$ cat config.mk
export PLATFORM = sky130hd
export DESIGN_NAME = grf
export DESIGN_NICKNAME = d
export VERILOG_FILES = /design/src/common/mips_consts.svh /design/src/decode/grf.sv
export SDC_FILE = /design/constraint.sdc
export NUM_CORES = 2
export LEC_CHECK = 0
export BUFFER_PORTS_ARGS = -buffer_cell sky130_fd_sc_hd__buf_2
export CAP_MARGIN = 25
export CORE_UTILIZATION = 50
export CTS_BUF_LIST = sky130_fd_sc_hd__clkbuf_16
export DETAILED_ROUTE_END_ITERATION = 10
export PLACE_DENSITY = 0.71
export SYNTH_ARGS = -nofsm -noshare
export SYNTH_HDL_FRONTEND = slang
export SYNTH_SLANG_ARGS = --single-unit
$ cat constraint.sdc
create_clock -name clk -period 5.6 [get_ports clk]
set_clock_uncertainty 0.1 [all_clocks]
set_input_delay 0.28 -clock clk [delete_from_list [all_inputs] [get_ports clk]]
set_output_delay 0.28 -clock clk [all_outputs]
set_load 0.02 [all_outputs]
$ cat src/common/mips_consts.svh
`ifndef MIPS_CONSTS_SVH
`define MIPS_CONSTS_SVH

////////////////////////////////////////
// Core configuration
////////////////////////////////////////

// First fetch address out of reset
`define MIPS_RESET_PC 32'h00003000

// Data memory depth in 32-bit words
`define DM_WORDS 1024

////////////////////////////////////////
// Opcode field, instr[31:26]
////////////////////////////////////////

`define OP_RTYPE 6'b000000
`define OP_ORI   6'b001101
`define OP_ADDIU 6'b001001
`define OP_LUI   6'b001111
`define OP_LW    6'b100011
`define OP_LB    6'b100000
`define OP_SW    6'b101011
`define OP_SB    6'b101000
`define OP_BEQ   6'b000100
`define OP_BNE   6'b000101
`define OP_J     6'b000010
`define OP_JAL   6'b000011

// Funct field for R-type, instr[5:0]
`define FN_ADDU 6'b100001
`define FN_SUBU 6'b100011
`define FN_AND  6'b100100
`define FN_OR   6'b100101
`define FN_SLT  6'b101010
`define FN_SLL  6'b000000
`define FN_JR   6'b001000

`endif
$ cat src/decode/grf.sv
`timescale 1ns/1ps

module grf (
    input  logic        clk,
    input  logic        rst,
    input  logic [4:0]  rsAddr,
    input  logic [4:0]  rtAddr,
    input  logic        wbEn,
    input  logic [4:0]  wbAddr,
    input  logic [31:0] wbData,
    output logic [31:0] rsVal,
    output logic [31:0] rtVal
);

    // $0 is not stored, reads of it are forced to zero
    logic [31:0] regs [1:31];

    ////////////////////////////////////////
    // Write port
    ////////////////////////////////////////

    always_ff @(posedge clk) begin
        if (rst) begin
            for (int i = 1; i < 32; i++) begin
                regs[i] <= 32'd0;
            end
        end else if (wbEn && wbAddr != 5'd0) begin
            regs[wbAddr] <= wbData;
        end
    end

    ////////////////////////////////////////
    // Read ports, old value on same-cycle write
    ////////////////////////////////////////

    assign rsVal = (rsAddr == 5'd0) ? 32'd0 : regs[rsAddr];
    assign rtVal = (rtAddr == 5'd0) ? 32'd0 : regs[rtAddr];

    // Destination comes from the result stage decode of instr
    wbAddrKnown: assert property (@(posedge clk) disable iff (rst)
        wbEn |-> !$isunknown(wbAddr))
        else $error("grf: write enable with unknown address");

endmodule

==> run summary <==
Via count: 35859
Worst path slowest cell: nand3b_1
Global placer's final weighted congestion: 0.899
Post-DP HPWL: 109 mm
DR pass1 iterations: 8
Final wirelength: 178 mm
Pleak: 21.3 nW
Die H: 333 um
Synth Register Bits: 1024
Mapped Cells: 3765
Setup bufs post-CTS: 0
Worst rel slew slack: 0.155
Routed WL per cell: 33.8 um
Share of layout cells above drive strength 1: 0.231
TritonCTS clock tree: done
GR Overflow Total: 0
Crit Path Category: in -> out
PD cells: 308 mW/mm^2
Core box area: 0.108 sq mm
Hold WS: 0.0420 ns
Post-synth cell types: 44
Longest Clk Path Bufs: 3
Syn. warnings: 0
Final core utilization: 0.561
Hold path cells: 1
Initial core utilization: 0.507
H-Tree Depth: 3
FFs w/ async S/R, synth: 0
Worst slack, placed: 1.79 ns
Slowest stage delay, CP: 0.86 ns
Post-layout min period: 3.99 ns
Via density: 6.81
Multi-input logic area: 0.0224 sq mm
FP Rows: 120
Finished Layout Cells: 5264
Clock transition at the registers of the reported paths: 0.06 ns
First-pass GRT wire length: 252 mm
Syn Area/Cell: 14.5 sq um
FMAX: 251 MHz
Ports: 114
Post-synth EDFFs: 1024
Max-slew violations: 0
Die width: 333 um
Antenna violations before repair: 12
Largest Register: regs
Worst setup EP type: output pin
CP Data Required Time: 5.22 ns
Crit path buf inv count: 3
Outcome: finished clean
Critical Path Start Type: input port
PortBufs: 113
Nets@finish: 3809
Synthesized area: 0.0546 sq mm
Area Growth Syn to Fin: 10.6%
Final setup violation count: 0
Final hold violations: 0
Pin count of the biggest net entering global routing: 90
Setup TNS: 0 ns
Max-cap violations: 0
Crit path depth: 7
Vias in the first global route: 34963
Cell total after placement: 5041
Worst-path maximum fanout: 53
Die ar.: 0.111 sq mm
RSZ-0062 raised after global routing: false
Top cells by area, synth: edfxtp_1, mux4_2, and2_1
Hold Path Class: in -> reg
Critical-path cell list: buf_6 > nand3b_1 > buf_4 > o22ai_1 > a2111oi_1 > nor3_1 > buf_2
# fillers: 8341
Worst Max-Slew Pin Slew: 1.26 ns
Most used DFF post-synth: edfxtp_1
Family with the most delay on the worst path: simple AND/OR/NAND/NOR gates
Area fraction of the dominant cell type after synthesis: 0.563
Clk sinks: 1024
DRT antenna net count: 0
Number of flip-flops in the largest register: 1024
Arrival @ worst endpoint: 3.61 ns
Seq/Total Area, Yosys: 0.563
Total GRT Usage: 0.318
Regs by FF count: regs: 1024 flops
Initial DRC Count: 5535
DRC: 0
Worst IR Drop VDD: 0.000274 V
Crit share post-route: 0.713
Register Area: 0.0307 sq mm
Worst Slack Setup Final: 1.61 ns
Dominant cell type by area after synthesis: edfxtp_1
Cts bufs inserted: 109
CTS root buf: clkbuf_16
## logic make-up after synthesis
logic type,synth area share
other cells,0.0000686
simple gates,0.137
mux,0.213
buf+inv,0.0334
flops,0.563
compound gates,0.0539
## cell usage after synthesis (26+ instances only)
cell type	number
edfxtp_1	1024
and2_1	995
mux4_2	356
mux2i_1	322
clkbuf_1	302
a22oi_1	104
a21oi_1	56
buf_2	56
nor2b_1	56
a22o_1	51
o22ai_1	51
a211oi_1	47
nor2_1	37
mux2_2	34
nor4_1	33
a2111oi_1	32
or2_2	32
nor3_1	26
o21ai_0	26
## path summary, 6_finish.rpt
kind / from / endpoint / slack [ns]
worst max-delay path: rtAddr[2] / rtVal[13] / 1.61
worst min-delay path: wbData[31] / regs[0][31] / 0.04
## where the power goes
group / total [mW] / internal [mW] / switching [mW]
Sequential: 9.09 / 8.86 / 0.233
Combinational: 2.27 / 0.873 / 1.39
Clock: 7.24 / 4.11 / 3.13
Total: 18.6 / 13.8 / 4.76
## metrics by stage
| step | area, sq um | power (mW) |
|---|---|---|
| 2_1_floorplan | 54700 | 10.6 |
| 3_3_place_gp | 56600 | 11.4 |
| 3_5_place_dp | 56800 | 11.4 |
| 4_1_cts | 60400 | 18.6 |
| 5_1_grt | 60400 | 19.0 |
| 6_report | 60400 | 18.6 |
## cells in the final DEF (no fill, tap or decap), types with 20 or more instances in the layout
cell	synthesis	layout
conb_1	1	32
nor2b_1	56	50
nor3_1	26	26
a2111oi_1	32	34
or2_2	32	32
a211oi_1	47	47
o22ai_1	51	51
mux2i_1	322	322
and2_1	995	993
mux4_2	356	356
clkinv_1	0	27
a21oi_1	56	56
a22oi_1	104	104
a22o_1	51	51
clkbuf_16	0	113
mux2_2	34	34
clkinv_2	0	26
edfxtp_1	1024	1024
o21ai_0	26	26
buf_4	21	119
buf_2	56	110
a2111oi_0	23	21
nor4_1	33	33
nor2_4	0	20
## per-layer routing
layer	up-vias	routed length, um	share of wire	track usage
li1	14427	-	-	-
met1	18229	64600	0.36	0.420
met2	2668	81200	0.46	0.489
met3	525	22100	0.12	0.0783
met4	10	9960	0.056	0.164
met5	-	80	0.00045	0
## final cells by class
class | count | share of cell area
clock inverter | 92 | 0.0120
timing repair buffer | 259 | 0.0318
sequential | 1024 | 0.509
clock buffer | 113 | 0.0468
tap | 1403 | 0.0290
multi-input combinational | 2364 | 0.371
antenna | 8 | 0.000331
inverter | 1 | 0.0000621
## timing repair
item,4_1_cts,5_1_grt
resized for setup,0,0
endpoints found under the hold margin,6,0
endpoints found under the setup margin,0,0
hold buffers,6,0
Note: power is estimated with default switching activity, not from simulation.
