**config.mk**
```make
export PLATFORM = sky130hd
export DESIGN_NAME = execute
export DESIGN_NICKNAME = d
export VERILOG_FILES = /design/src/common/mips_consts.svh /design/src/common/mipsPkg.sv /design/src/execute/execute.sv
export SDC_FILE = /design/constraint.sdc
export NUM_CORES = 1
export LEC_CHECK = 0
export BUFFER_PORTS_ARGS = -buffer_cell sky130_fd_sc_hd__buf_2
export CORE_ASPECT_RATIO = 0.5
export CORE_MARGIN = 8
export CORE_UTILIZATION = 44
export DETAILED_ROUTE_END_ITERATION = 16
export PLACE_DENSITY_LB_ADDON = 0.1
export SLEW_MARGIN = 25
export SYNTH_ARGS = -nofsm -noshare
export SYNTH_HDL_FRONTEND = slang
export SYNTH_SLANG_ARGS = --single-unit
```
**constraint.sdc**
```tcl
create_clock -name vclk -period 3.9
set_input_delay 0.195 -clock vclk [all_inputs]
set_output_delay 0.195 -clock vclk [all_outputs]
set_load 0.1 [all_outputs]
```
**src/common/mips_consts.svh**
```systemverilog
`ifndef MIPS_CONSTS_SVH
`define MIPS_CONSTS_SVH

////////////////////////////////////////
// Core configuration
////////////////////////////////////////

// First fetch address out of reset
`define MIPS_RESET_PC 32'h00003000

// Data memory depth in 32-bit words
`define DM_WORDS 1024

////////////////////////////////////////
// Opcode field, instr[31:26]
////////////////////////////////////////

`define OP_RTYPE 6'b000000
`define OP_ORI   6'b001101
`define OP_ADDIU 6'b001001
`define OP_LUI   6'b001111
`define OP_LW    6'b100011
`define OP_LB    6'b100000
`define OP_SW    6'b101011
`define OP_SB    6'b101000
`define OP_BEQ   6'b000100
`define OP_BNE   6'b000101
`define OP_J     6'b000010
`define OP_JAL   6'b000011

// Funct field for R-type, instr[5:0]
`define FN_ADDU 6'b100001
`define FN_SUBU 6'b100011
`define FN_AND  6'b100100
`define FN_OR   6'b100101
`define FN_SLT  6'b101010
`define FN_SLL  6'b000000
`define FN_JR   6'b001000

`endif
```
**src/common/mipsPkg.sv**
```systemverilog
package mipsPkg;

    ////////////////////////////////////////
    // Datapath selectors
    ////////////////////////////////////////

    typedef enum logic [2:0] {
        aluAdd,
        aluSub,
        aluAnd,
        aluOr,
        aluSlt,
        aluSll,
        aluLui
    } aluOpT;

    // Branch condition, cmpNone for everything but beq/bne
    typedef enum logic [1:0] {cmpNone, cmpEq, cmpNe} cmpOpT;

    typedef enum logic [1:0] {npcSeq, npcBranch, npcJump, npcReg} npcOpT;

    typedef enum logic [1:0] {dstRt, dstRd, dstRa} regDstT;

    typedef enum logic [1:0] {srcBReg, srcBImm, srcBShamt} srcBSelT;

    typedef enum logic [1:0] {wbAlu, wbMem, wbPc4} wbSelT;

    typedef enum logic {dmWord, dmByte} dmOpT;

    ////////////////////////////////////////
    // Decoder output bundle
    ////////////////////////////////////////

    typedef struct packed {
        logic    regWrite;
        regDstT  regDst;
        logic    extSigned;
        srcBSelT srcBSel;
        aluOpT   aluOp;
        logic    memWrite;
        logic    memRead;
        dmOpT    dmOp;
        wbSelT   wbSel;
        npcOpT   npcOp;
        cmpOpT   cmpOp;
    } ctrlT;

    // One retired instruction, as seen from outside
    typedef struct packed {
        logic        valid;
        logic [31:0] pc;
        logic        regWe;
        logic [4:0]  regAddr;
        logic [31:0] regData;
        logic        memWe;
        logic [31:0] memAddr;
        logic [31:0] memData;
    } commitT;

endpackage

```
**src/execute/execute.sv**
```systemverilog
`timescale 1ns/1ps

module execute (
    input  logic [31:0]   instr,
    input  mipsPkg::ctrlT ctrl,
    input  logic [31:0]   rsVal,
    input  logic [31:0]   rtVal,
    output logic [31:0]   aluResult,
    output logic          taken
);

    logic [31:0] immExt;
    logic [31:0] srcB;

    ////////////////////////////////////////
    // Operand preparation
    ////////////////////////////////////////

    // Sign for addiu and memory offsets, zero for ori
    assign immExt = ctrl.extSigned ? {{16{instr[15]}}, instr[15:0]}
                                   : {16'd0, instr[15:0]};

    always_comb begin
        case (ctrl.srcBSel)
            mipsPkg::srcBImm:   srcB = immExt;
            mipsPkg::srcBShamt: srcB = {27'd0, instr[10:6]};
            default:            srcB = rtVal;
        endcase
    end

    ////////////////////////////////////////
    // ALU
    ////////////////////////////////////////

    always_comb begin
        case (ctrl.aluOp)
            mipsPkg::aluAdd: aluResult = rsVal + srcB;
            mipsPkg::aluSub: aluResult = rsVal - srcB;
            mipsPkg::aluAnd: aluResult = rsVal & srcB;
            mipsPkg::aluOr:  aluResult = rsVal | srcB;
            mipsPkg::aluSlt: aluResult = {31'd0, $signed(rsVal) < $signed(srcB)};
            // sll shifts rt, not rs
            mipsPkg::aluSll: aluResult = rtVal << srcB[4:0];
            mipsPkg::aluLui: aluResult = {srcB[15:0], 16'd0};
            default:         aluResult = 32'd0;
        endcase
    end

    // Branch decision
    always_comb begin
        case (ctrl.cmpOp)
            mipsPkg::cmpEq: taken = (rsVal == rtVal);
            mipsPkg::cmpNe: taken = (rsVal != rtVal);
            default:        taken = 1'b0;
        endcase
    end

endmodule

```
==> summary.md <==
| Metric | Value |
|---|---|
| Compound-Gate Fraction of Synth Area | about two fifths |
| Leakage | between 5 and 6 nW |
| Yosys warnings | 0 |
| Commonest non-fill, non-tap cells in the layout | buf_4 (302), nand2_1 (102), buf_2 (89) |
| Fmax | around 250 MHz |
| GP Congestion | 1.09 |
| Worst-path fanout max | 6 |
| WP data arrival | 3.85 ns |
| Final hold vios | 0 |
| Syn Inst Count | between 1000 and 1500 |
| Worst Setup Path Type | in -> out |
| Die area | ~22000 sq um |
| Final WS setup | -0.146 ns |
| Max-Cap Viols | 0 |
| FF+latch count | 0 |
| Final setup viols | 9 |
| Power Total | between 3 and 4 mW |
| Total grt overflow | 0 |
| RSZ-0062 raised after global routing | true |
| CP endpoint kind | output pin |
| WL final | roughly 43 mm |
| Pwr/cell area | 314 nW/um^2 |
| Post-Synth Adder-Cell Area | approximately 15% |
| Routed length per instance | 24.4 um |
| Area used by multi-input combinational logic | 8220 sq um |
| Post-Synth XOR/XNOR Area | 5.36% |
| # clk buffers | 0 |
| Dpl cell area | 11100 sq um |
| Commonest non-fill, non-tap cell in the layout | buf_4 |
| # IOs | 147 |
| Core Rows | 34 |
| Routed vias/inst | 6.34 |
| Worst slew margin | 54.2% |
| Initial antenna violation count | 2 |
| Mux share of post-synthesis cell area | 10.5% |
| Port buffer count | 121 |
| Synth unique cells | 87 |
| Starting Density | 44.5% |
| Mapped Avg Cell Area | 6.68 sq um |
| Final period util | 104% |
| Design Area, Final | 12500 sq um |
| CORE AREA | 17200 sq um |
| GRT Util Overall | approximately a third |
| Pin count of the biggest net entering global routing | 37 |
| First-pass GRT wire length | 61.5 mm |
| FF/Latch Area | 0 sq um |
| Critical Path Source Type | input pin |
| Post-synthesis sequential area ratio | 0% |
| Dpl hpwl | approximately 34 mm |
| Failing checks | setup timing |
| Fraction of layout cells with a size suffix above 1 | 43.4% |
| Mapped Area | 7670 sq um |
| Max VDD drop | roughly 0.00029 V |
| Slew @ Worst Pin | 0.685 ns |
| # hold bufs at CTS | 0 |
| Post-synthesis net count | 1355 |
| Width of the die | 203 um |
| Post-route ant nets | 0 |
| Layout overhead on the synthesized area | 62.8% |
| Die Height | approximately 110 um |
| Hold WC Path Type | in -> out |
| Largest family of logic cells by synthesized area | compound AO/OA/AOI/OAI gates |
| DR pass1 iterations | 7 |
| Via count | approximately 11000 |
| Final Max Tran Viols | 0 |
| FILL cells | 1336 |
| Vias in the first global route | 10455 |
| N_diodes | 0 |
| Drt drc | 0 |
| Outcome | complete, but fails checks |
| Initial DRC Count | about 1400 |
| Crit path time final | approximately 4 ns |
| Fin nets | around 1700 |
| Simple-Gate Fraction of Synth Area | 20.5% |
| WP data required | between 3 and 4 ns |
## synthesized netlist by cell type, types with 18 or more instances
cell type | count | area (sq um)
nor2b_1 | 18 | 113
a211oi_1 | 19 | 143
a22oi_1 | 19 | 143
o22ai_1 | 21 | 131
mux2i_1 | 70 | 701
ha_1 | 91 | 1140
inv_1 | 99 | 372
nor3_1 | 29 | 145
nand3_1 | 27 | 135
xor2_1 | 35 | 307
nand2_1 | 106 | 398
o21ai_0 | 65 | 325
a221oi_1 | 25 | 219
clkbuf_1 | 55 | 206
a21oi_1 | 93 | 465
o21a_1 | 22 | 165
nor2_1 | 81 | 304
## final cells by class
class / count / area share, %
repair buffers: 442 / 28.6
multi-input cells: 973 / 65.8
inverters: 101 / 3.23
well taps: 234 / 2.34
## report_power, final
group | leakage (nW) | switching, mW | internal, mW
clock network | 0 | 0 | 0
registers | 0 | 0 | 0
logic | 5.76 | 2.32 | 1.60
## routing by layer
metal	global-route usage (%)	vias to the layer above	wire length, um
met2	55.3	722	18100
met5	0	-	23
met1	47.3	5227	17800
met3	8.88	113	5290
li1	-	5023	-
met4	9.26	4	1440
## cells by family after synthesis
logic type,count (synthesis)
adders and majority gates,92
AOI/OAI and AO/OA,422
buffers and inverters,176
muxes,79
xor gates and xnor gates,47
and+or+nand+nor,333
## stage by stage
step                util [%]  setup WS (ns)  cells  setup TNS, ns  hold slack, ns
floorplan                  -         -0.787   1149          -2.42           0.944
global placement        64.7         -0.528   1699          -4.51           0.850
detailed placement      64.7         -0.628   1699          -5.18           0.858
CTS                     69.2        -0.0616   1728         -0.196           0.858
global route            72.5         -0.291   1750          -2.15           0.890
finish                  72.5         -0.146   1750          -1.04           0.858
## path summary, 6_finish.rpt
kind,from,endpoint,slack [ns],cells after the start
max,ctrl[12],aluResult[31],-0.15,19
min,ctrl[1],taken,0.86,4
## repair_timing
action                                  CTS  global route
resized for setup                       112            94
cloned                                    0             0
endpoints found under the hold margin     0             0
pin swaps                                62            73
endpoints found under the setup margin   17            21
buffers inserted                         32            23
## critical path, cell delays in order
cell and delay [ns]:
buf_8 0.09, inv_8 0.03, ha_4 0.31, buf_8 0.13, nor2b_4 0.15, a21o_1 0.15, inv_4 0.06, ha_4 0.26
inv_2 0.04, a222oi_1 0.44, a2bb2oi_2 0.17, buf_6 0.17, a211oi_4 0.30, nor2_4 0.13, a2111oi_4 0.43, o41ai_2 0.11
mux2_4 0.33, o221ai_4 0.16, buf_12 0.20
Power figures use the tool's default switching activity.
