`config.mk`:
```
export PLATFORM = sky130hd
export DESIGN_NAME = ctrl
export DESIGN_NICKNAME = d
export VERILOG_FILES = /design/src/common/mipsPkg.sv /design/src/decode/ctrl.sv
export VERILOG_INCLUDE_DIRS = /design/src /design/src/common
export SDC_FILE = /design/constraint.sdc
export NUM_CORES = 1
export LEC_CHECK = 0
export BUFFER_PORTS_ARGS = -buffer_cell sky130_fd_sc_hd__buf_2
export CAP_MARGIN = 10
export CORE_AREA = 5 5 42 44
export DETAILED_ROUTE_END_ITERATION = 8
export DIE_AREA = 0 0 47 49
export PLACE_DENSITY = 0.77
export SLEW_MARGIN = 10
export SYNTH_ARGS = -nofsm -noshare
export SYNTH_HDL_FRONTEND = slang
export SYNTH_SLANG_ARGS = --single-unit
```
`constraint.sdc`:
```
create_clock -name vclk -period 1.3
set_input_delay 0.13 -clock vclk [all_inputs]
set_output_delay 0.13 -clock vclk [all_outputs]
set_load 0.01 [all_outputs]
```
`src/common/mips_consts.svh`:
```
`ifndef MIPS_CONSTS_SVH
`define MIPS_CONSTS_SVH

////////////////////////////////////////
// Core configuration
////////////////////////////////////////

// First fetch address out of reset
`define MIPS_RESET_PC 32'h00003000

// Data memory depth in 32-bit words
`define DM_WORDS 1024

////////////////////////////////////////
// Opcode field, instr[31:26]
////////////////////////////////////////

`define OP_RTYPE 6'b000000
`define OP_ORI   6'b001101
`define OP_ADDIU 6'b001001
`define OP_LUI   6'b001111
`define OP_LW    6'b100011
`define OP_LB    6'b100000
`define OP_SW    6'b101011
`define OP_SB    6'b101000
`define OP_BEQ   6'b000100
`define OP_BNE   6'b000101
`define OP_J     6'b000010
`define OP_JAL   6'b000011

// Funct field for R-type, instr[5:0]
`define FN_ADDU 6'b100001
`define FN_SUBU 6'b100011
`define FN_AND  6'b100100
`define FN_OR   6'b100101
`define FN_SLT  6'b101010
`define FN_SLL  6'b000000
`define FN_JR   6'b001000

`endif
```
`src/common/mipsPkg.sv`:
```
package mipsPkg;

    ////////////////////////////////////////
    // Datapath selectors
    ////////////////////////////////////////

    typedef enum logic [2:0] {
        aluAdd,
        aluSub,
        aluAnd,
        aluOr,
        aluSlt,
        aluSll,
        aluLui
    } aluOpT;

    // Branch condition, cmpNone for everything but beq/bne
    typedef enum logic [1:0] {cmpNone, cmpEq, cmpNe} cmpOpT;

    typedef enum logic [1:0] {npcSeq, npcBranch, npcJump, npcReg} npcOpT;

    typedef enum logic [1:0] {dstRt, dstRd, dstRa} regDstT;

    typedef enum logic [1:0] {srcBReg, srcBImm, srcBShamt} srcBSelT;

    typedef enum logic [1:0] {wbAlu, wbMem, wbPc4} wbSelT;

    typedef enum logic {dmWord, dmByte} dmOpT;

    ////////////////////////////////////////
    // Decoder output bundle
    ////////////////////////////////////////

    typedef struct packed {
        logic    regWrite;
        regDstT  regDst;
        logic    extSigned;
        srcBSelT srcBSel;
        aluOpT   aluOp;
        logic    memWrite;
        logic    memRead;
        dmOpT    dmOp;
        wbSelT   wbSel;
        npcOpT   npcOp;
        cmpOpT   cmpOp;
    } ctrlT;

    // One retired instruction, as seen from outside
    typedef struct packed {
        logic        valid;
        logic [31:0] pc;
        logic        regWe;
        logic [4:0]  regAddr;
        logic [31:0] regData;
        logic        memWe;
        logic [31:0] memAddr;
        logic [31:0] memData;
    } commitT;

endpackage

```
`src/decode/ctrl.sv`:
```
`timescale 1ns/1ps
`include "mips_consts.svh"

module ctrl (
    input  logic [31:0]   instr,
    output mipsPkg::ctrlT ctrl
);

    // No writes, fall through to pc+4
    localparam mipsPkg::ctrlT NopCtrl = '{
        regWrite:  1'b0,
        regDst:    mipsPkg::dstRt,
        extSigned: 1'b0,
        srcBSel:   mipsPkg::srcBReg,
        aluOp:     mipsPkg::aluAdd,
        memWrite:  1'b0,
        memRead:   1'b0,
        dmOp:      mipsPkg::dmWord,
        wbSel:     mipsPkg::wbAlu,
        npcOp:     mipsPkg::npcSeq,
        cmpOp:     mipsPkg::cmpNone
    };

    logic [5:0] opcode;
    logic [5:0] funct;

    assign opcode = instr[31:26];
    assign funct  = instr[5:0];

    always_comb begin
        ctrl = NopCtrl;
        case (opcode)
            `OP_RTYPE: begin
                ctrl.regDst = mipsPkg::dstRd;
                case (funct)
                    `FN_ADDU: begin
                        ctrl.regWrite = 1'b1;
                        ctrl.aluOp    = mipsPkg::aluAdd;
                    end
                    `FN_SUBU: begin
                        ctrl.regWrite = 1'b1;
                        ctrl.aluOp    = mipsPkg::aluSub;
                    end
                    `FN_AND: begin
                        ctrl.regWrite = 1'b1;
                        ctrl.aluOp    = mipsPkg::aluAnd;
                    end
                    `FN_OR: begin
                        ctrl.regWrite = 1'b1;
                        ctrl.aluOp    = mipsPkg::aluOr;
                    end
                    `FN_SLT: begin
                        ctrl.regWrite = 1'b1;
                        ctrl.aluOp    = mipsPkg::aluSlt;
                    end
                    `FN_SLL: begin
                        ctrl.regWrite = 1'b1;
                        ctrl.srcBSel  = mipsPkg::srcBShamt;
                        ctrl.aluOp    = mipsPkg::aluSll;
                    end
                    `FN_JR:  ctrl.npcOp = mipsPkg::npcReg;
                    default: ctrl = NopCtrl;
                endcase
            end

            ////////////////////////////////////////
            // Immediate arithmetic and logic
            ////////////////////////////////////////
            `OP_ORI: begin
                ctrl.regWrite = 1'b1;
                ctrl.srcBSel  = mipsPkg::srcBImm;
                ctrl.aluOp    = mipsPkg::aluOr;
            end
            `OP_ADDIU: begin
                ctrl.regWrite  = 1'b1;
                ctrl.extSigned = 1'b1;
                ctrl.srcBSel   = mipsPkg::srcBImm;
            end
            `OP_LUI: begin
                ctrl.regWrite = 1'b1;
                ctrl.srcBSel  = mipsPkg::srcBImm;
                ctrl.aluOp    = mipsPkg::aluLui;
            end

            ////////////////////////////////////////
            // Loads and stores, address is rs+simm
            ////////////////////////////////////////
            `OP_LW, `OP_LB: begin
                ctrl.regWrite  = 1'b1;
                ctrl.extSigned = 1'b1;
                ctrl.srcBSel   = mipsPkg::srcBImm;
                ctrl.memRead   = 1'b1;
                ctrl.wbSel     = mipsPkg::wbMem;
                ctrl.dmOp      = (opcode == `OP_LB) ? mipsPkg::dmByte : mipsPkg::dmWord;
            end
            `OP_SW, `OP_SB: begin
                ctrl.extSigned = 1'b1;
                ctrl.srcBSel   = mipsPkg::srcBImm;
                ctrl.memWrite  = 1'b1;
                ctrl.dmOp      = (opcode == `OP_SB) ? mipsPkg::dmByte : mipsPkg::dmWord;
            end

            // Control transfer
            `OP_BEQ: begin
                ctrl.npcOp = mipsPkg::npcBranch;
                ctrl.cmpOp = mipsPkg::cmpEq;
            end
            `OP_BNE: begin
                ctrl.npcOp = mipsPkg::npcBranch;
                ctrl.cmpOp = mipsPkg::cmpNe;
            end
            `OP_J:   ctrl.npcOp = mipsPkg::npcJump;
            `OP_JAL: begin
                ctrl.regWrite = 1'b1;
                ctrl.regDst   = mipsPkg::dstRa;
                ctrl.wbSel    = mipsPkg::wbPc4;
                ctrl.npcOp    = mipsPkg::npcJump;
            end
            default: ctrl = NopCtrl;
        endcase
    end

endmodule

```
==> Implementation_results.wiki <==
{| class="wikitable"
! Metric !! Value
|-
| Status || complete, but fails checks
|-
| Violated checks || negative setup slack
|-
| First-iteration detailed-routing DRC count || 15
|-
| Switch share || 51.4%
|-
| Effective utilization at floorplan || 29.9%
|-
| Max frequency || 739 MHz
|-
| Commonest cells after routing, fill and taps aside || buf_2 (27), buf_4 (16), nor2_1 (6), buf_6 (5)
|-
| Setup violations, final || 3
|-
| Number of hold buffers added after cts || 0
|-
| Net count of the mapped netlist || 99
|-
| Via total after detailed routing || 700
|-
| Hold Fails Final Rpt || 0
|-
| DR pass1 iterations || 4
|-
| Max-cap check violation count || 0
|-
| CORE AREA || 1400 um^2
|-
| Hold slack || between 0.6 and 0.7 ns
|-
| Final Wtd Congestion || ~0.85
|-
| Slew @ Worst Pin || a little over 0.3 ns
|-
| Seq pwr share || 0%
|-
| Most common cell after layout, fill and taps aside || buf_2
|-
| Min-Delay Path Class || primary input to output port
|-
| Register area share after synthesis || 0%
|-
| Average cell area after synthesis || about 6.3 um^2
|-
| Largest net degree at the start of global routing || 14
|-
| Post-layout nets || around 150
|-
| Via/cell ratio || 5.47
|-
| I/O pin count || 50
|-
| Required time of the critical path || around 1.2 ns
|-
| FF+latch area || 0 um^2
|-
| Met1 WL || between 600 and 700 um
|-
| Net switching power figure || about 0.12 mW
|-
| Element type at the critical path end || output port
|-
| Final HPWL from detailed placement || ~1200 um
|-
| Power density relative to cell area || ~260 nW/um^2
|-
| Final-layout clock buffer total || 0
|-
| Overall die width || 47 um
|-
| Number of nets with antenna violations after detailed routing || 0
|-
| Final Critical Period || roughly 1.4 ns
|-
| DRC violation count after routing || 0
|-
| Cell-internal power || approximately 0.11 mW
|-
| Distinct cell type count of the synthesized netlist || 30
|-
| Synth-to-layout area growth || 108%
|-
| Final critical-path setup slack || -0.0528 ns
|-
| Leakage power || approximately 0.39 nW
|-
| Combinational group share of total power || 100.0%
|-
| Area leader, netlist || nor2_1
|-
| Total length of routed met2 wires || around 880 um
|-
| Die area || roughly 2300 um^2
|-
| Worst path arrival time || between 1 and 1.5 ns
|-
| Area fraction of the dominant cell type after synthesis || between 8 and 9%
|-
| Layout Utilization || between 60% and 70%
|-
| Total wire length || roughly 1700 um
|-
| Slew headroom || between 70% and 80%
|-
| Overflow after GRT || 0
|-
| Warnings, synthesis || 0
|-
| Standard-cell rows || 14
|-
| Number of buffer cells added on primary ports || 30
|-
| Worst setup path class || primary input to output port
|-
| # diodes || 0
|-
| All-layer global routing usage || about 14%
|-
| Number of pins with negative max-slew slack in the final report || 0
|-
| Pwr Total || about 0.23 mW
|-
| Number of global-route vias before repair || between 600 and 700
|-
| Synthesized instance count || 67
|-
| Top Metal Used || met4
|-
| Wire per inst || between 10 and 15 um
|-
| Area contributors post-synth || nor2_1 (8.1%), nor4b_1 (6.3%), and3_1 (6.0%)
|-
| Count of flip-flops and latches || 0
|-
| Number of antenna violations at the first check in global routing || 0
|-
| Clock power frac || 0%
|-
| Critical Path Source Type || primary input
|-
| Sum of met3 wire segment lengths after detailed routing || ~140 um
|-
| Vertical die dimension || around 50 um
|-
| Unrepaired setup endpoints after global routing || true
|-
| Layout cells sized above 1 || between 60% and 70%
|-
| Global-route wire length before repair || between 2000 and 3000 um
|-
| Maximum fanout encountered on the critical timing path || 4
|-
| Final worst path period share || 104%
|-
| Synthesized cell area || approximately 420 um^2
|-
| Largest vdd supply drop || between 0.1 and 0.15 mV
|}
## repair_timing
| action | in CTS | in global routing |
|---|---|---|
| setup endpoints to repair | 7 | 12 |
| pin swaps | 5 | 5 |
| setup buffers | 0 | 5 |
| cloned | 0 | 0 |
| resized for setup | 10 | 19 |
## routing by layer
layer  up-vias  GRT usage [%]
li1        346              -
met1       318           18.0
met2        34           24.7
met3         2           1.48
met4         0              0
met5         -              0
## power by group through the flow
stage	logic (mW)	clock network (mW)	registers, mW
2_1_floorplan	0.0852	0	0
3_3_place_gp	0.166	0	0
3_5_place_dp	0.171	0	0
4_1_cts	0.184	0	0
5_1_grt	0.250	0	0
6_report	0.230	0	0
## critical path: stages
cell and delay [ns]:
buf_6 0.09, or3_4 0.42, nor2_4 0.11, a31oi_1 0.10
nor4b_2 0.20, buf_2 0.17
## synthesized netlist by cell type, types with 2 or more instances
master    n
buf_2     3
a21oi_1   3
nor2b_1   2
nor3_1    4
nor4b_1   3
a21boi_0  2
o22ai_1   2
clkbuf_1  3
nand2b_1  2
and3_1    4
nor2_1    9
nor4_1    4
nand3_1   3
a31oi_1   3
nand3b_1  2
nand2_1   4
## through the flow
stage               setup TNS (ns)  cell area, um^2  setup slack [ns]  std cells
floorplan                        0              425             0.101         67
global route                -0.551              871            -0.144        128
CTS                         -0.177              734           -0.0803        123
global placement            -0.365              689            -0.127        123
detailed placement          -0.374              689            -0.129        123
finish                      -0.136              871           -0.0528        128
## kinds of logic (layout without fill, tap and decap cells)
kind of cell	count (synthesis)	count (layout)	synth area share, %
muxes	1	1	2.69
and+or+nand+nor	44	44	64.5
buffers and inverters	7	52	7.16
xor gates and xnor gates	1	1	2.09
AOI/OAI and AO/OA	14	14	23.6
## final timing paths
kind	from	endpoint	slack [ns]	cells after the start
hold / removal	instr[30]	ctrl[14]	0.65	4
setup / recovery	instr[0]	ctrl[2]	-0.05	6
## area by class of cell
type / count / area [um^2]
Inverter: 1 / 3.75
Fill cell: 124 / 531
Timing Repair Buffer: 51 / 347
Multi-Input combinational cell: 60 / 500
Tap cell: 16 / 20.0
(Power assumes the default switching activity.)
