**config.mk**
```make
export PLATFORM = sky130hd
export DESIGN_NAME = ifu
export DESIGN_NICKNAME = d
export VERILOG_FILES = /design/src/common/mipsPkg.sv /design/src/ifu.sv
export VERILOG_INCLUDE_DIRS = /design/src /design/src/common
export SDC_FILE = /design/constraint.sdc
export NUM_CORES = 1
export LEC_CHECK = 0
export CORE_MARGIN = 2
export CORE_UTILIZATION = 59
export CTS_CLUSTER_SIZE = 28
export DETAILED_ROUTE_END_ITERATION = 12
export DONT_BUFFER_PORTS = 1
export PLACE_DENSITY = 0.78
export SETUP_SLACK_MARGIN = 0.2
export SYNTH_ARGS = -nofsm -noshare
export SYNTH_HDL_FRONTEND = slang
export SYNTH_SLANG_ARGS = --single-unit
export TNS_END_PERCENT = 30
```
**constraint.sdc**
```tcl
create_clock -name clk -period 3.86 [get_ports clk]
set_input_delay 0.579 -clock clk [delete_from_list [all_inputs] [get_ports clk]]
set_output_delay 0.579 -clock clk [all_outputs]
set_load 0.01 [all_outputs]
```
**src/common/mips_consts.svh**
```systemverilog
`ifndef MIPS_CONSTS_SVH
`define MIPS_CONSTS_SVH

////////////////////////////////////////
// Core configuration
////////////////////////////////////////

// First fetch address out of reset
`define MIPS_RESET_PC 32'h00003000

// Data memory depth in 32-bit words
`define DM_WORDS 1024

////////////////////////////////////////
// Opcode field, instr[31:26]
////////////////////////////////////////

`define OP_RTYPE 6'b000000
`define OP_ORI   6'b001101
`define OP_ADDIU 6'b001001
`define OP_LUI   6'b001111
`define OP_LW    6'b100011
`define OP_LB    6'b100000
`define OP_SW    6'b101011
`define OP_SB    6'b101000
`define OP_BEQ   6'b000100
`define OP_BNE   6'b000101
`define OP_J     6'b000010
`define OP_JAL   6'b000011

// Funct field for R-type, instr[5:0]
`define FN_ADDU 6'b100001
`define FN_SUBU 6'b100011
`define FN_AND  6'b100100
`define FN_OR   6'b100101
`define FN_SLT  6'b101010
`define FN_SLL  6'b000000
`define FN_JR   6'b001000

`endif
```
**src/common/mipsPkg.sv**
```systemverilog
package mipsPkg;

    ////////////////////////////////////////
    // Datapath selectors
    ////////////////////////////////////////

    typedef enum logic [2:0] {
        aluAdd,
        aluSub,
        aluAnd,
        aluOr,
        aluSlt,
        aluSll,
        aluLui
    } aluOpT;

    // Branch condition, cmpNone for everything but beq/bne
    typedef enum logic [1:0] {cmpNone, cmpEq, cmpNe} cmpOpT;

    typedef enum logic [1:0] {npcSeq, npcBranch, npcJump, npcReg} npcOpT;

    typedef enum logic [1:0] {dstRt, dstRd, dstRa} regDstT;

    typedef enum logic [1:0] {srcBReg, srcBImm, srcBShamt} srcBSelT;

    typedef enum logic [1:0] {wbAlu, wbMem, wbPc4} wbSelT;

    typedef enum logic {dmWord, dmByte} dmOpT;

    ////////////////////////////////////////
    // Decoder output bundle
    ////////////////////////////////////////

    typedef struct packed {
        logic    regWrite;
        regDstT  regDst;
        logic    extSigned;
        srcBSelT srcBSel;
        aluOpT   aluOp;
        logic    memWrite;
        logic    memRead;
        dmOpT    dmOp;
        wbSelT   wbSel;
        npcOpT   npcOp;
        cmpOpT   cmpOp;
    } ctrlT;

    // One retired instruction, as seen from outside
    typedef struct packed {
        logic        valid;
        logic [31:0] pc;
        logic        regWe;
        logic [4:0]  regAddr;
        logic [31:0] regData;
        logic        memWe;
        logic [31:0] memAddr;
        logic [31:0] memData;
    } commitT;

endpackage

```
**src/ifu.sv**
```systemverilog
`timescale 1ns/1ps
`include "mips_consts.svh"

module ifu (
    input  logic          clk,
    input  logic          rst,
    input  mipsPkg::ctrlT ctrl,
    input  logic          taken,
    input  logic [31:0]   instr,
    input  logic [31:0]   rsVal,
    output logic [31:0]   pc
);

    logic [31:0] pcPlus4;
    logic [31:0] branchTarget;
    logic [31:0] jumpTarget;
    logic [31:0] nextPc;

    assign pcPlus4 = pc + 32'd4;

    // Offset counts words relative to the following instruction
    assign branchTarget = pcPlus4 + {{14{instr[15]}}, instr[15:0], 2'b00};
    assign jumpTarget   = {pcPlus4[31:28], instr[25:0], 2'b00};

    always_comb begin
        case (ctrl.npcOp)
            mipsPkg::npcBranch: nextPc = taken ? branchTarget : pcPlus4;
            mipsPkg::npcJump:   nextPc = jumpTarget;
            mipsPkg::npcReg:    nextPc = rsVal;
            default:            nextPc = pcPlus4;
        endcase
    end

    always_ff @(posedge clk) begin
        if (rst) begin
            pc <= `MIPS_RESET_PC;
        end else begin
            pc <= nextPc;
        end
    end

    // A jr through a misaligned register would break fetch
    pcAligned: assert property (@(posedge clk) disable iff (rst) pc[1:0] == 2'b00)
        else $error("ifu: pc %h not word aligned", pc);

endmodule

```
==> results of run 1 <==
power by group:
| part | internal, mW | switching, mW |
|---|---|---|
| logic | 0.317 | 0.374 |
| clock network | 0.191 | 0.155 |
| registers | 0.362 | 0.0380 |
| total | 0.871 | 0.567 |
worst paths after layout:
kind                            start      to  slack, ps
worst min-delay path              rst   pc[5]        330
worst max register to register  pc[5]  pc[31]        180
worst min register to register  pc[1]   pc[1]        500
worst max-delay path            pc[5]  pc[31]        180
critical path, cell delays in order (launching register included):
cell	delay, ps
dfxtp_2	340
and4_4	240
nand4_1	280
nor2_4	260
nand2_1	120
xnor2_2	210
ha_1	310
a21oi_4	210
nand2b_1	140
a31oi_1	90
a211o_1	280
a41o_2	280
a211oi_2	260
xnor2_1	130
a2111o_1	390
o2111ai_2	80
cells by family (layout without fill, tap and decap cells):
| kind of cell | count (synthesis) | after routing |
|---|---|---|
| AO/OA/AOI/OAI | 168 | 168 |
| multiplexers | 15 | 15 |
| buffers and inverters | 50 | 75 |
| flip-flops | 32 | 32 |
| AND/OR/NAND/NOR | 193 | 193 |
| XOR/XNOR | 48 | 48 |
| adder cells (fa/ha/maj) | 35 | 35 |
final cells by class:
| cell class | count | area [sq um] |
|---|---|---|
| repair buffers | 48 | 364 |
| inverters | 19 | 71.3 |
| clock inverters | 3 | 42.5 |
| fillers | 514 | 1910 |
| multi-input cells | 459 | 3470 |
| flip-flops and latches | 32 | 647 |
| clock buffers | 5 | 68.8 |
| well taps | 80 | 100 |
per-stage QoR:
step | std cells | hold slack, ps
2_1_floorplan | 541 | 476
3_3_place_gp | 620 | 482
3_5_place_dp | 620 | 494
4_1_cts | 631 | 336
5_1_grt | 646 | 334
6_report | 646 | 334
per-layer routing:
layer / wire length, um / part of all wire, % / track usage, %
met1: 5390 / 40 / 45.2
met2: 6170 / 46 / 53.4
met3: 1520 / 11 / 5.71
met4: 347 / 2.6 / 9.38
met5: 0 / 0 / 0
cell usage after synthesis (9+ instances only):
cell type and n:
nand3_1 24, xnor2_1 30, dfxtp_1 32, nand2b_1 12, clkbuf_1 22, a21o_1 13
o21ai_0 34, ha_1 34, nor2b_1 12, nand2_1 45, a31oi_1 9, and3_1 10
xor2_1 18, a21oi_1 45, nor3_1 10, nor2_1 49, inv_1 18
what timing repair did:
item	4_1_cts	5_1_grt
pin swaps	3	31
buffers inserted	3	15
setup endpoints to repair	5	10
resized for setup	9	49
==> summary.txt, run 1 <==
Critical path
  – Worst EP required: approximately 4100 ps
  – Worst reg2reg path depth: 15
  – CP max FO: 4
  – Startpoint Class: register
  – Crit path kind: register to register
  – Critical path endpoint category: register
  – WP data arrival: slightly below 4000 ps

Die
  – Rows: 30
  – DIE HEIGHT: roughly 87 um
  – CORE AREA: between 6000 and 7000 sq um
  – Die width: a little under 90 um
  – DIE AREA: between 7000 and 8000 sq um
  – Num ports: around 120
  – Initial Util: roughly three fifths

Placement
  – RD Place Congestion: between 0.9 and 1
  – HPWL Detailed: slightly above 9000 um
  – IO buf count: 0
  – Area of placed instances: 4220 sq um
  – Post-place setup slack: 71.1 ps

Synth
  – Async SR Flop Fraction: 0%
  – Synth Area in Compound Gates: 28.0%
  – Post-synthesis mux area share: between 5 and 6%
  – Seq cells post-synth: 32
  – Post-synth top area share: between 10% and 20%
  – Top cell type by total area after synthesis: dfxtp_1
  – Mapped Cells: approximately 540
  – Synthesized area per cell: about 7.4 sq um
  – Post-Syn Area: just over 4000 sq um
  – Main combinational cell family by area after synthesis: compound AO/OA/AOI/OAI gates
  – Ys flop type: dfxtp_1
  – Seq/Total Area, Yosys: 15.9%
  – Yosys cell types: 73
  – Number of synthesized flops with an enable pin: 0
  – Syn. warnings: 0
  – Top cells by area, synth: dfxtp_1, ha_1, xnor2_1
  – Adder-cell share of the synthesized area: 11.1%
  – Simple-Gate Fraction of Synth Area: about a quarter
  – Post-Synth XOR/XNOR Area: a little over a tenth
  – Syn_nets: between 600 and 700

Layout
  – Most common cell after layout, fill and taps aside: buf_4
  – Biggest regs: pc (32)
  – Max FFs per register: 32
  – Finished Core Util: 71.3%
  – Most frequent cells in the layout: buf_4, nor2_1, nand2_1, a21oi_1, o21ai_0
  – Design area: 4770 sq um
  – P&R area growth vs syn: 18.5%
  – Reg with most FFs: pc
  – Nets: a little under 700
  – Share of layout cells above drive strength 1: a little over a fifth
  – Ant diodes: 0

Timing
  – Final period util: a little over nine tenths
  – Slew Limit Headroom: a little over two fifths
  – Final Critical Period: 3680 ps
  – RSZ-0062 raised after global routing: true
  – # setup viols final: 0
  – Max frequency: ~270 MHz
  – Setup_tns: 0 ps
  – Post-route clock skew: roughly 4.6 ps
  – Final Max Slew Viols: 0
  – Worst setup margin: 181 ps
  – Slew @ Worst Pin: between 800 and 900 ps
  – Fin. Hold Viols: 0

Clocking
  – Cts bufs inserted: 5
  – CTS tree: built
  – Clock buffer depth: 2
  – Worst-Skew Late Latency: about 300 ps
  – Htree depth: 2
  – Clock Pin Slew Worst Setup and Hold Paths: 80 ps
  – Cts hold-fix bufs: 0
  – Sink Count: 32
  – Clock Tree Root: clkbuf_8

Global route
  – Overall routing resource usage: about a third
  – Gr ovfl total: 0
  – Vias in the first global route: 3974
  – Initial antenna violation count: 0
  – Global-route wire length before repair: between 15000 and 20000 um
  – Pin count of the biggest net entering global routing: 44

Job
  – Maxcap violations: 0

Routing
  – DR WL/cell: between 20 and 25 um
  – Post-Route WL: around 13000 um
  – Vias per cell: between 6 and 7
  – ANT nets after route: 0
  – DRC Markers: 0
  – Via Count: 4459
  – DRT Pass-1 Iters: 5
  – DRT iter0 DRCs: 410

Hold path
  – Min-Delay Path Depth: 1
  – Hold/Removal Path Class: input pin to register

Power and ir drop
  – Total chip power: about 1.4 mW
  – VDD IR-drop max: between 0.15 and 0.2 mV
  – Power density over the cells: 302 nW/um^2
  – Leakage power: roughly 2.1 nW

Run status
  – Outcome: completed
(Power assumes the default switching activity.)
==> inputs of run 2 (changes only) <==
CORE_UTILIZATION = 36   (was 59)
PLACE_DENSITY = unset   (was 0.78)
==> run 2 against run 1 <==
Compared with the run above:
- combinational power up 2%
- sequential cell count unchanged
- critical path depth increased by 2
- final area up 2.9%
- highest routed layer unchanged
- critical endpoint unchanged
- worst hold slack improved by 6.9 ps
- clock skew up 3.3 ps
- clock power hardly changed
==> summary.txt, run 2 (synthesized netlist as in run 1, its figures left out) <==
Die
  – Num ports: 117 (unchanged)
  – Initial Util: 37.0% (was 60.2%)
  – DIE HEIGHT: 110 um (was 86.6 um)
  – Rows: 38 (was 30)
  – Die width: 110 um (was 86.6 um)
  – CORE AREA: 10900 sq um (was 6680 sq um)
  – DIE AREA: 12000 sq um (was 7500 sq um)

Timing
  – Post-route clock skew: 7.90 ps (was 4.56 ps)
  – # setup viols final: 0 (unchanged)
  – Max frequency: 281 MHz (was 272 MHz)
  – RSZ-0062 raised after global routing: true (unchanged)
  – Fin. Hold Viols: 0 (unchanged)
  – Slew Limit Headroom: 54.3% (was 41.7%)
  – Slew @ Worst Pin: 686 ps (was 872 ps)
  – Final Max Slew Viols: 0 (unchanged)
  – Final Critical Period: 3560 ps (was 3680 ps)
  – Final period util: 92.2% (was 95.3%)

Hold path
  – Worst Hold End: pc[4] (was pc[5])
  – Min-Delay Path Depth: 1 (unchanged)
  – Min-delay src: rst (unchanged)
  – Hold/Removal Path Class: input pin to register (unchanged)

Placement
  – Area of placed instances: 4400 sq um (was 4220 sq um)
  – IO buf count: 0 (unchanged)
  – RD Place Congestion: 0.934 (was 0.963)
  – HPWL Detailed: 10600 um (was 9350 um)
  – DP Cell Count: 694 (was 620)

Routing
  – DR WL/cell: 19.9 um (was 20.8 um)
  – DRC Markers: 0 (unchanged)
  – Post-Route WL: 14200 um (was 13400 um)
  – Vias per cell: 5.97 (was 6.90)
  – DRT iter0 DRCs: 282 (was 410)
  – DRT Pass-1 Iters: 5 (unchanged)
  – ANT nets after route: 0 (unchanged)
  – Via Count: 4266 (was 4459)

Global route
  – Met1 usage: 30.3% (was 45.2%)
  – Global-route wire length before repair: 21700 um (was 19600 um)
  – Met2 GRT Util: 40.0% (was 53.4%)
  – Top Usage Layer GRT: met2 (unchanged)
  – Gr ovfl total: 0 (unchanged)
  – Pin count of the biggest net entering global routing: 44 (unchanged)
  – Overall routing resource usage: 23.4% (was 33.0%)
  – Met3 Use GR: 5.04% (was 5.71%)
  – Vias in the first global route: 4112 (was 3974)
  – Initial antenna violation count: 0 (unchanged)

Critical path
  – RR Endpoint: pc[31] (unchanged)
  – Cell breakdown of the critical path: and4_4 > buf_4 > nand4_1 > buf_4 > nor2_4 > buf_4 > nand3_1 > inv_1 > and3_1 > xor2_2 > ha_1 > and3_1 > and4_1 > a211oi_2 > xnor2_1 > a2111o_1 > o2111ai_1 (was and4_4 > nand4_1 > nor2_4 > nand2_1 > xnor2_2 > ha_1 > a21oi_4 > nand2b_1 > a31oi_1 > a211o_1 > a41o_2 > a211oi_2 > xnor2_1 > a2111o_1 > o2111ai_2)
  – Worst reg2reg path depth: 17 (was 15)
  – Most frequent CP cell: buf_4
  – Critical path endpoint category: register (unchanged)
  – Worst path max stage delay: 410 ps (was 390 ps)
  – WP data arrival: 3780 ps (was 3910 ps)
  – Worst EP required: 4080 ps (was 4090 ps)
  – Setup slack, reg-to-reg: 300 ps (was 180 ps)
  – Crit path kind: register to register (unchanged)
  – Startpoint Class: register (unchanged)
  – Reg-to-Reg Start: pc[6] (was pc[5])
  – Worst path slowest cell: a2111o_1 (unchanged)
  – CP max FO: 7 (was 4)

Layout
  – Most frequent cells in the layout: buf_4, nor2_1, nand2_1, a21oi_1, o21ai_0 (unchanged)
  – P&R area growth vs syn: 21.9% (was 18.5%)
  – Biggest regs: pc (32) (unchanged)
  – Reg with most FFs: pc (unchanged)
  – Fill cell count: 1127 (was 514)
  – Design area: 4910 sq um (was 4770 sq um)
  – Share of layout cells above drive strength 1: 22.8% (was 21.6%)
  – Max FFs per register: 32 (unchanged)
  – Post-route non-filler standard cell count: 714 (was 646)
  – Most common cell after layout, fill and taps aside: buf_4 (unchanged)
  – Nets: 693 (was 685)
  – Ant diodes: 0 (unchanged)

Clocking
  – Cts hold-fix bufs: 0 (unchanged)
  – Clock Pin Slew Worst Setup and Hold Paths: 80 ps (about the same)
  – Clock Tree Root: clkbuf_8 (unchanged)
  – Clock buffer depth: 2 (unchanged)
  – Cts bufs inserted: 5 (unchanged)
  – Htree depth: 2 (unchanged)
  – Sink Count: 32 (unchanged)
  – Worst-Skew Late Latency: 300 ps (about the same)
  – CTS tree: built (unchanged)

Run status
  – Outcome: completed (unchanged)

Power and ir drop
  – Leakage power: 2.05 nW (was 2.06 nW)
  – Total chip power: 1.44 mW (about the same)
  – Power density over the cells: 294 nW/um^2 (was 302 nW/um^2)
  – VDD IR-drop max: 0.163 mV (was 0.154 mV)

Job
  – Maxcap violations: 0 (unchanged)
run 2: cell types whose count changed in the layout (fill, tap and decap cells not counted), moves of 2 or more:
cell,change
buf_4,+9
ha_1,-4
ha_2,+3
a21oi_2,-2
nor3_2,+2
nor3_4,-2
o21ai_0,-2
o21ai_1,+2
xor2_1,-2
xor2_2,+2
run 2: what timing repair did:
item,CTS,global route
cloned,0,0
setup endpoints to repair,5,11
buffers inserted,3,9
gates resized for setup,13,46
pin swaps,3,24
run 2: final cells by class:
cell class	count	area [sq um]	area share [%]
Clock inverter	2	35.0	0.714
Multi-Input combinational cell	459	3480	71.0
Timing Repair Buffer	56	420	8.57
Sequential cell	32	647	13.2
Tap cell	140	175	3.57
Clock buffer	6	72.6	1.48
Inverter	19	71.3	1.45
run 2: metrics by stage:
step                      utilization, %  hold slack (ps)  worst slack, ps  setup TNS, ps
final                               45.1              341              300              0
after global routing                45.1              323              149              0
after CTS                           42.2              333              197              0
after detailed placement            40.4              485            -35.3          -35.3
after global placement              40.4              482            -30.8          -30.8
after floorplan                        -              476              220              0
run 2: power breakdown:
| part | switching [mW] | leakage, nW | internal, mW | total [mW] |
|---|---|---|---|---|
| clock | 0.151 | 0.0552 | 0.192 | 0.343 |
| sequential | 0.0341 | 0.267 | 0.362 | 0.396 |
| combinational | 0.375 | 1.72 | 0.329 | 0.704 |
| total | 0.560 | 2.05 | 0.883 | 1.44 |
run 2: worst max-delay path: cells and delay by family (launching register included):
family	cells	cell delay [ps]
and+or+nand+nor	7	1200
buffers and inverters	4	550
xor gates and xnor gates	2	320
DFF	1	330
adders and majority gates	1	330
AOI/OAI and AO/OA	3	750
run 2: how the worst max path moves through the flow:
stage / from / to / slack, ps
final: pc[6] / pc[31] / 300
after global routing: pc[6] / pc[31] / 150
after CTS: pc[7] / pc[26] / 200
after detailed placement: pc[7] / pc[27] / -40
after global placement: pc[7] / pc[27] / -30
after floorplan: pc[6] / pc[27] / 220
run 2: per-layer routing:
layer,up-vias,share of wire (%)
met5,-,0
met4,0,0.90
met3,10,6.6
met2,132,48
met1,2061,44
li1,2063,-
==> inputs of run 3 (changes only) <==
CORE_UTILIZATION = 40   (was 36)
GPL_TIMING_DRIVEN = 0   (was unset)
==> run 3 against run 2 <==
Compared with the run above:
- setup slack worse by 140 ps
- clock skew down 0.83 ps
- routed wire length up 2.7%
- final area down 3.9%
- cell count down 1.1%
- sequential share of layout area up 0.98 points
- core utilization up 3.2 points
- die area down 9.7%
==> summary.txt, run 3 (synthesized netlist as in run 1, its figures left out) <==
Critical path
  – Startpoint Class: register (unchanged)
  – CP endpoint: pc[27] (was pc[31])
  – WP data arrival: 3900 ps (was 3780 ps)
  – WP depth: 16 (was 17)
  – Most frequent CP cell: nor2_2 (was buf_4)
  – Crit path kind: register to register (unchanged)
  – CP bufs+invs: 1 (was 4)
  – Setup crit start: pc[5] (was pc[6])
  – Cell breakdown of the critical path: and4_4 > nand4_1 > or2_4 > nor2_2 > nand2_2 > xnor2_2 > ha_1 > buf_4 > nand4_4 > nor2_2 > a211o_1 > a41o_2 > a311oi_2 > xor2_1 > and3_1 > a2111oi_2 (was and4_4 > buf_4 > nand4_1 > buf_4 > nor2_4 > buf_4 > nand3_1 > inv_1 > and3_1 > xor2_2 > ha_1 > and3_1 > and4_1 > a211oi_2 > xnor2_1 > a2111o_1 > o2111ai_1)
  – Worst reg2reg path depth: 16 (was 17)
  – RR Endpoint: pc[27] (was pc[31])
  – Reg-to-Reg Start: pc[5] (was pc[6])
  – Worst path max stage delay: 400 ps (was 410 ps)
  – CP max FO: 7 (unchanged)
  – Cell family with most CP delay: simple AND/OR/NAND/NOR gates (unchanged)
  – Setup slack, reg-to-reg: 160 ps (was 300 ps)
  – Worst EP required: 4060 ps (was 4080 ps)
  – Worst path slowest cell: dfxtp_4 (was a2111o_1)
  – Critical path endpoint category: register (unchanged)

Run status
  – Outcome: completed (unchanged)

Clocking
  – Clock Tree Root: clkbuf_8 (unchanged)
  – Clock buffer depth: 2 (unchanged)
  – Worst-Skew Late Latency: 310 ps (was 300 ps)
  – Cts bufs inserted: 5 (unchanged)
  – Htree depth: 2 (unchanged)
  – Sink Count: 32 (unchanged)
  – Cts hold-fix bufs: 0 (unchanged)
  – Clock Pin Slew Worst Setup and Hold Paths: 80 ps (about the same)
  – CTS tree: built (unchanged)

Die
  – DIE HEIGHT: 104 um (was 110 um)
  – Die width: 104 um (was 110 um)
  – Initial Util: 41.2% (was 37.0%)
  – Num ports: 117 (unchanged)
  – DIE AREA: 10900 sq um (was 12000 sq um)
  – Rows: 36 (was 38)
  – CORE AREA: 9770 sq um (was 10900 sq um)

Layout
  – Most common cell after layout, fill and taps aside: nor2_1 (was buf_4)
  – Nets: 692 (was 693)
  – Reg with most FFs: pc (unchanged)
  – Ant diodes: 0 (unchanged)
  – P&R area growth vs syn: 17.2% (was 21.9%)
  – Most frequent cells in the layout: nor2_1, nand2_1, a21oi_1, o21ai_0, ha_1 (was buf_4, nor2_1, nand2_1, a21oi_1, o21ai_0)
  – Post-route non-filler standard cell count: 706 (was 714)
  – Biggest regs: pc (32) (unchanged)
  – Share of layout cells above drive strength 1: 18.5% (was 22.8%)
  – Finished Core Util: 48.3% (was 45.1%)
  – Max FFs per register: 32 (unchanged)

Routing
  – DR WL/cell: 20.6 um (was 19.9 um)
  – DRT Pass-1 Iters: 7 (was 5)
  – DRC Markers: 0 (unchanged)
  – Via Count: 4381 (was 4266)
  – Post-Route WL: 14600 um (was 14200 um)
  – ANT nets after route: 0 (unchanged)
  – DRT iter0 DRCs: 244 (was 282)
  – Vias per cell: 6.21 (was 5.97)

Placement
  – DP Cell Count: 674 (was 694)
  – RD Place Congestion: 0.945 (was 0.934)
  – HPWL Detailed: 11000 um (was 10600 um)
  – IO buf count: 0 (unchanged)

Power and ir drop
  – Power density over the cells: 297 nW/um^2 (was 294 nW/um^2)
  – Total chip power: 1.40 mW (was 1.44 mW)
  – Leakage power: 1.98 nW (was 2.05 nW)
  – VDD IR-drop max: 0.145 mV (was 0.163 mV)

Timing
  – Max frequency: 270 MHz (was 281 MHz)
  – Final period util: 95.9% (was 92.2%)
  – Fin. Hold Viols: 0 (unchanged)
  – Final Max Slew Viols: 0 (unchanged)
  – RSZ-0062 raised after global routing: true (unchanged)
  – Final Critical Period: 3700 ps (was 3560 ps)
  – # setup viols final: 0 (unchanged)
  – Post-route clock skew: 7.07 ps (was 7.90 ps)
  – Slew @ Worst Pin: 783 ps (was 686 ps)
  – Slew Limit Headroom: 47.8% (was 54.3%)

Hold path
  – Hold/Removal Path Class: input pin to register (unchanged)
  – Min-Delay Path Depth: 2 (was 1)

Global route
  – Pin count of the biggest net entering global routing: 18 (was 44)
  – Global-route wire length before repair: 22700 um (was 21700 um)
  – Gr ovfl total: 0 (unchanged)
  – Initial antenna violation count: 0 (unchanged)
  – Overall routing resource usage: 26.1% (was 23.4%)
  – Vias in the first global route: 4290 (was 4112)

Job
  – Maxcap violations: 0 (unchanged)
[run 3: changes by cell type in the layout (fill, tap and decap cells not counted), moves of 4 or more]
cell and change:
ha_1 +8, clkbuf_1 +19, dfxtp_2 +5, buf_1 +4, dfxtp_1 -9, buf_4 -31
ha_4 -5, dfxtp_4 +4
[run 3: stage by stage]
| stage | TNS [ps] | cell area [sq um] | worst slack [ps] | hold WS (ps) |
|---|---|---|---|---|
| floorplan | 0 | 4030 | 220 | 476 |
| global placement | -1460 | 4190 | -453 | 494 |
| detailed placement | -1330 | 4190 | -454 | 501 |
| CTS | 0 | 4570 | 171 | 433 |
| global route | 0 | 4720 | 37.3 | 436 |
| finish | 0 | 4720 | 157 | 437 |
[run 3: how the worst min path moves through the flow]
stage	start	end	slack, ps
global placement	pc[1]	pc[1]	490
CTS	rsVal[1]	pc[1]	430
finish	rsVal[1]	pc[1]	440
floorplan	pc[0]	pc[0]	480
detailed placement	pc[1]	pc[1]	500
global route	rsVal[1]	pc[1]	440
[run 3: layout make-up]
type,instances,area (sq um)
clock inverter,2,10.0
inverter,19,71.3
sequential,32,668
fill,994,5060
tap,133,166
clock buffer,6,82.6
timing repair buffer,24,180
buffer,31,146
multi-input combinational,459,3390
[run 3: routing by layer]
layer | part of all wire, % | vias up | track usage, %
met4 | 3.2 | 0 | 9.07
li1 | - | 2058 | -
met3 | 7.7 | 36 | 5.39
met1 | 42 | 2089 | 33.2
met5 | 0 | - | 0
met2 | 47 | 198 | 43.7
[run 3: repair_timing]
item                                    4_1_cts  5_1_grt
resized for setup                            41       27
cloned                                        0        0
setup buffers                                17        7
endpoints found under the setup margin        9       10
pin swaps                                    20       18
[run 3: where the power goes]
part | leakage (nW) | total, mW | switching, mW | internal [mW]
registers | 0.270 | 0.426 | 0.0623 | 0.364
logic | 1.66 | 0.665 | 0.371 | 0.294
clock network | 0.0510 | 0.309 | 0.166 | 0.143
total | 1.98 | 1.40 | 0.599 | 0.801
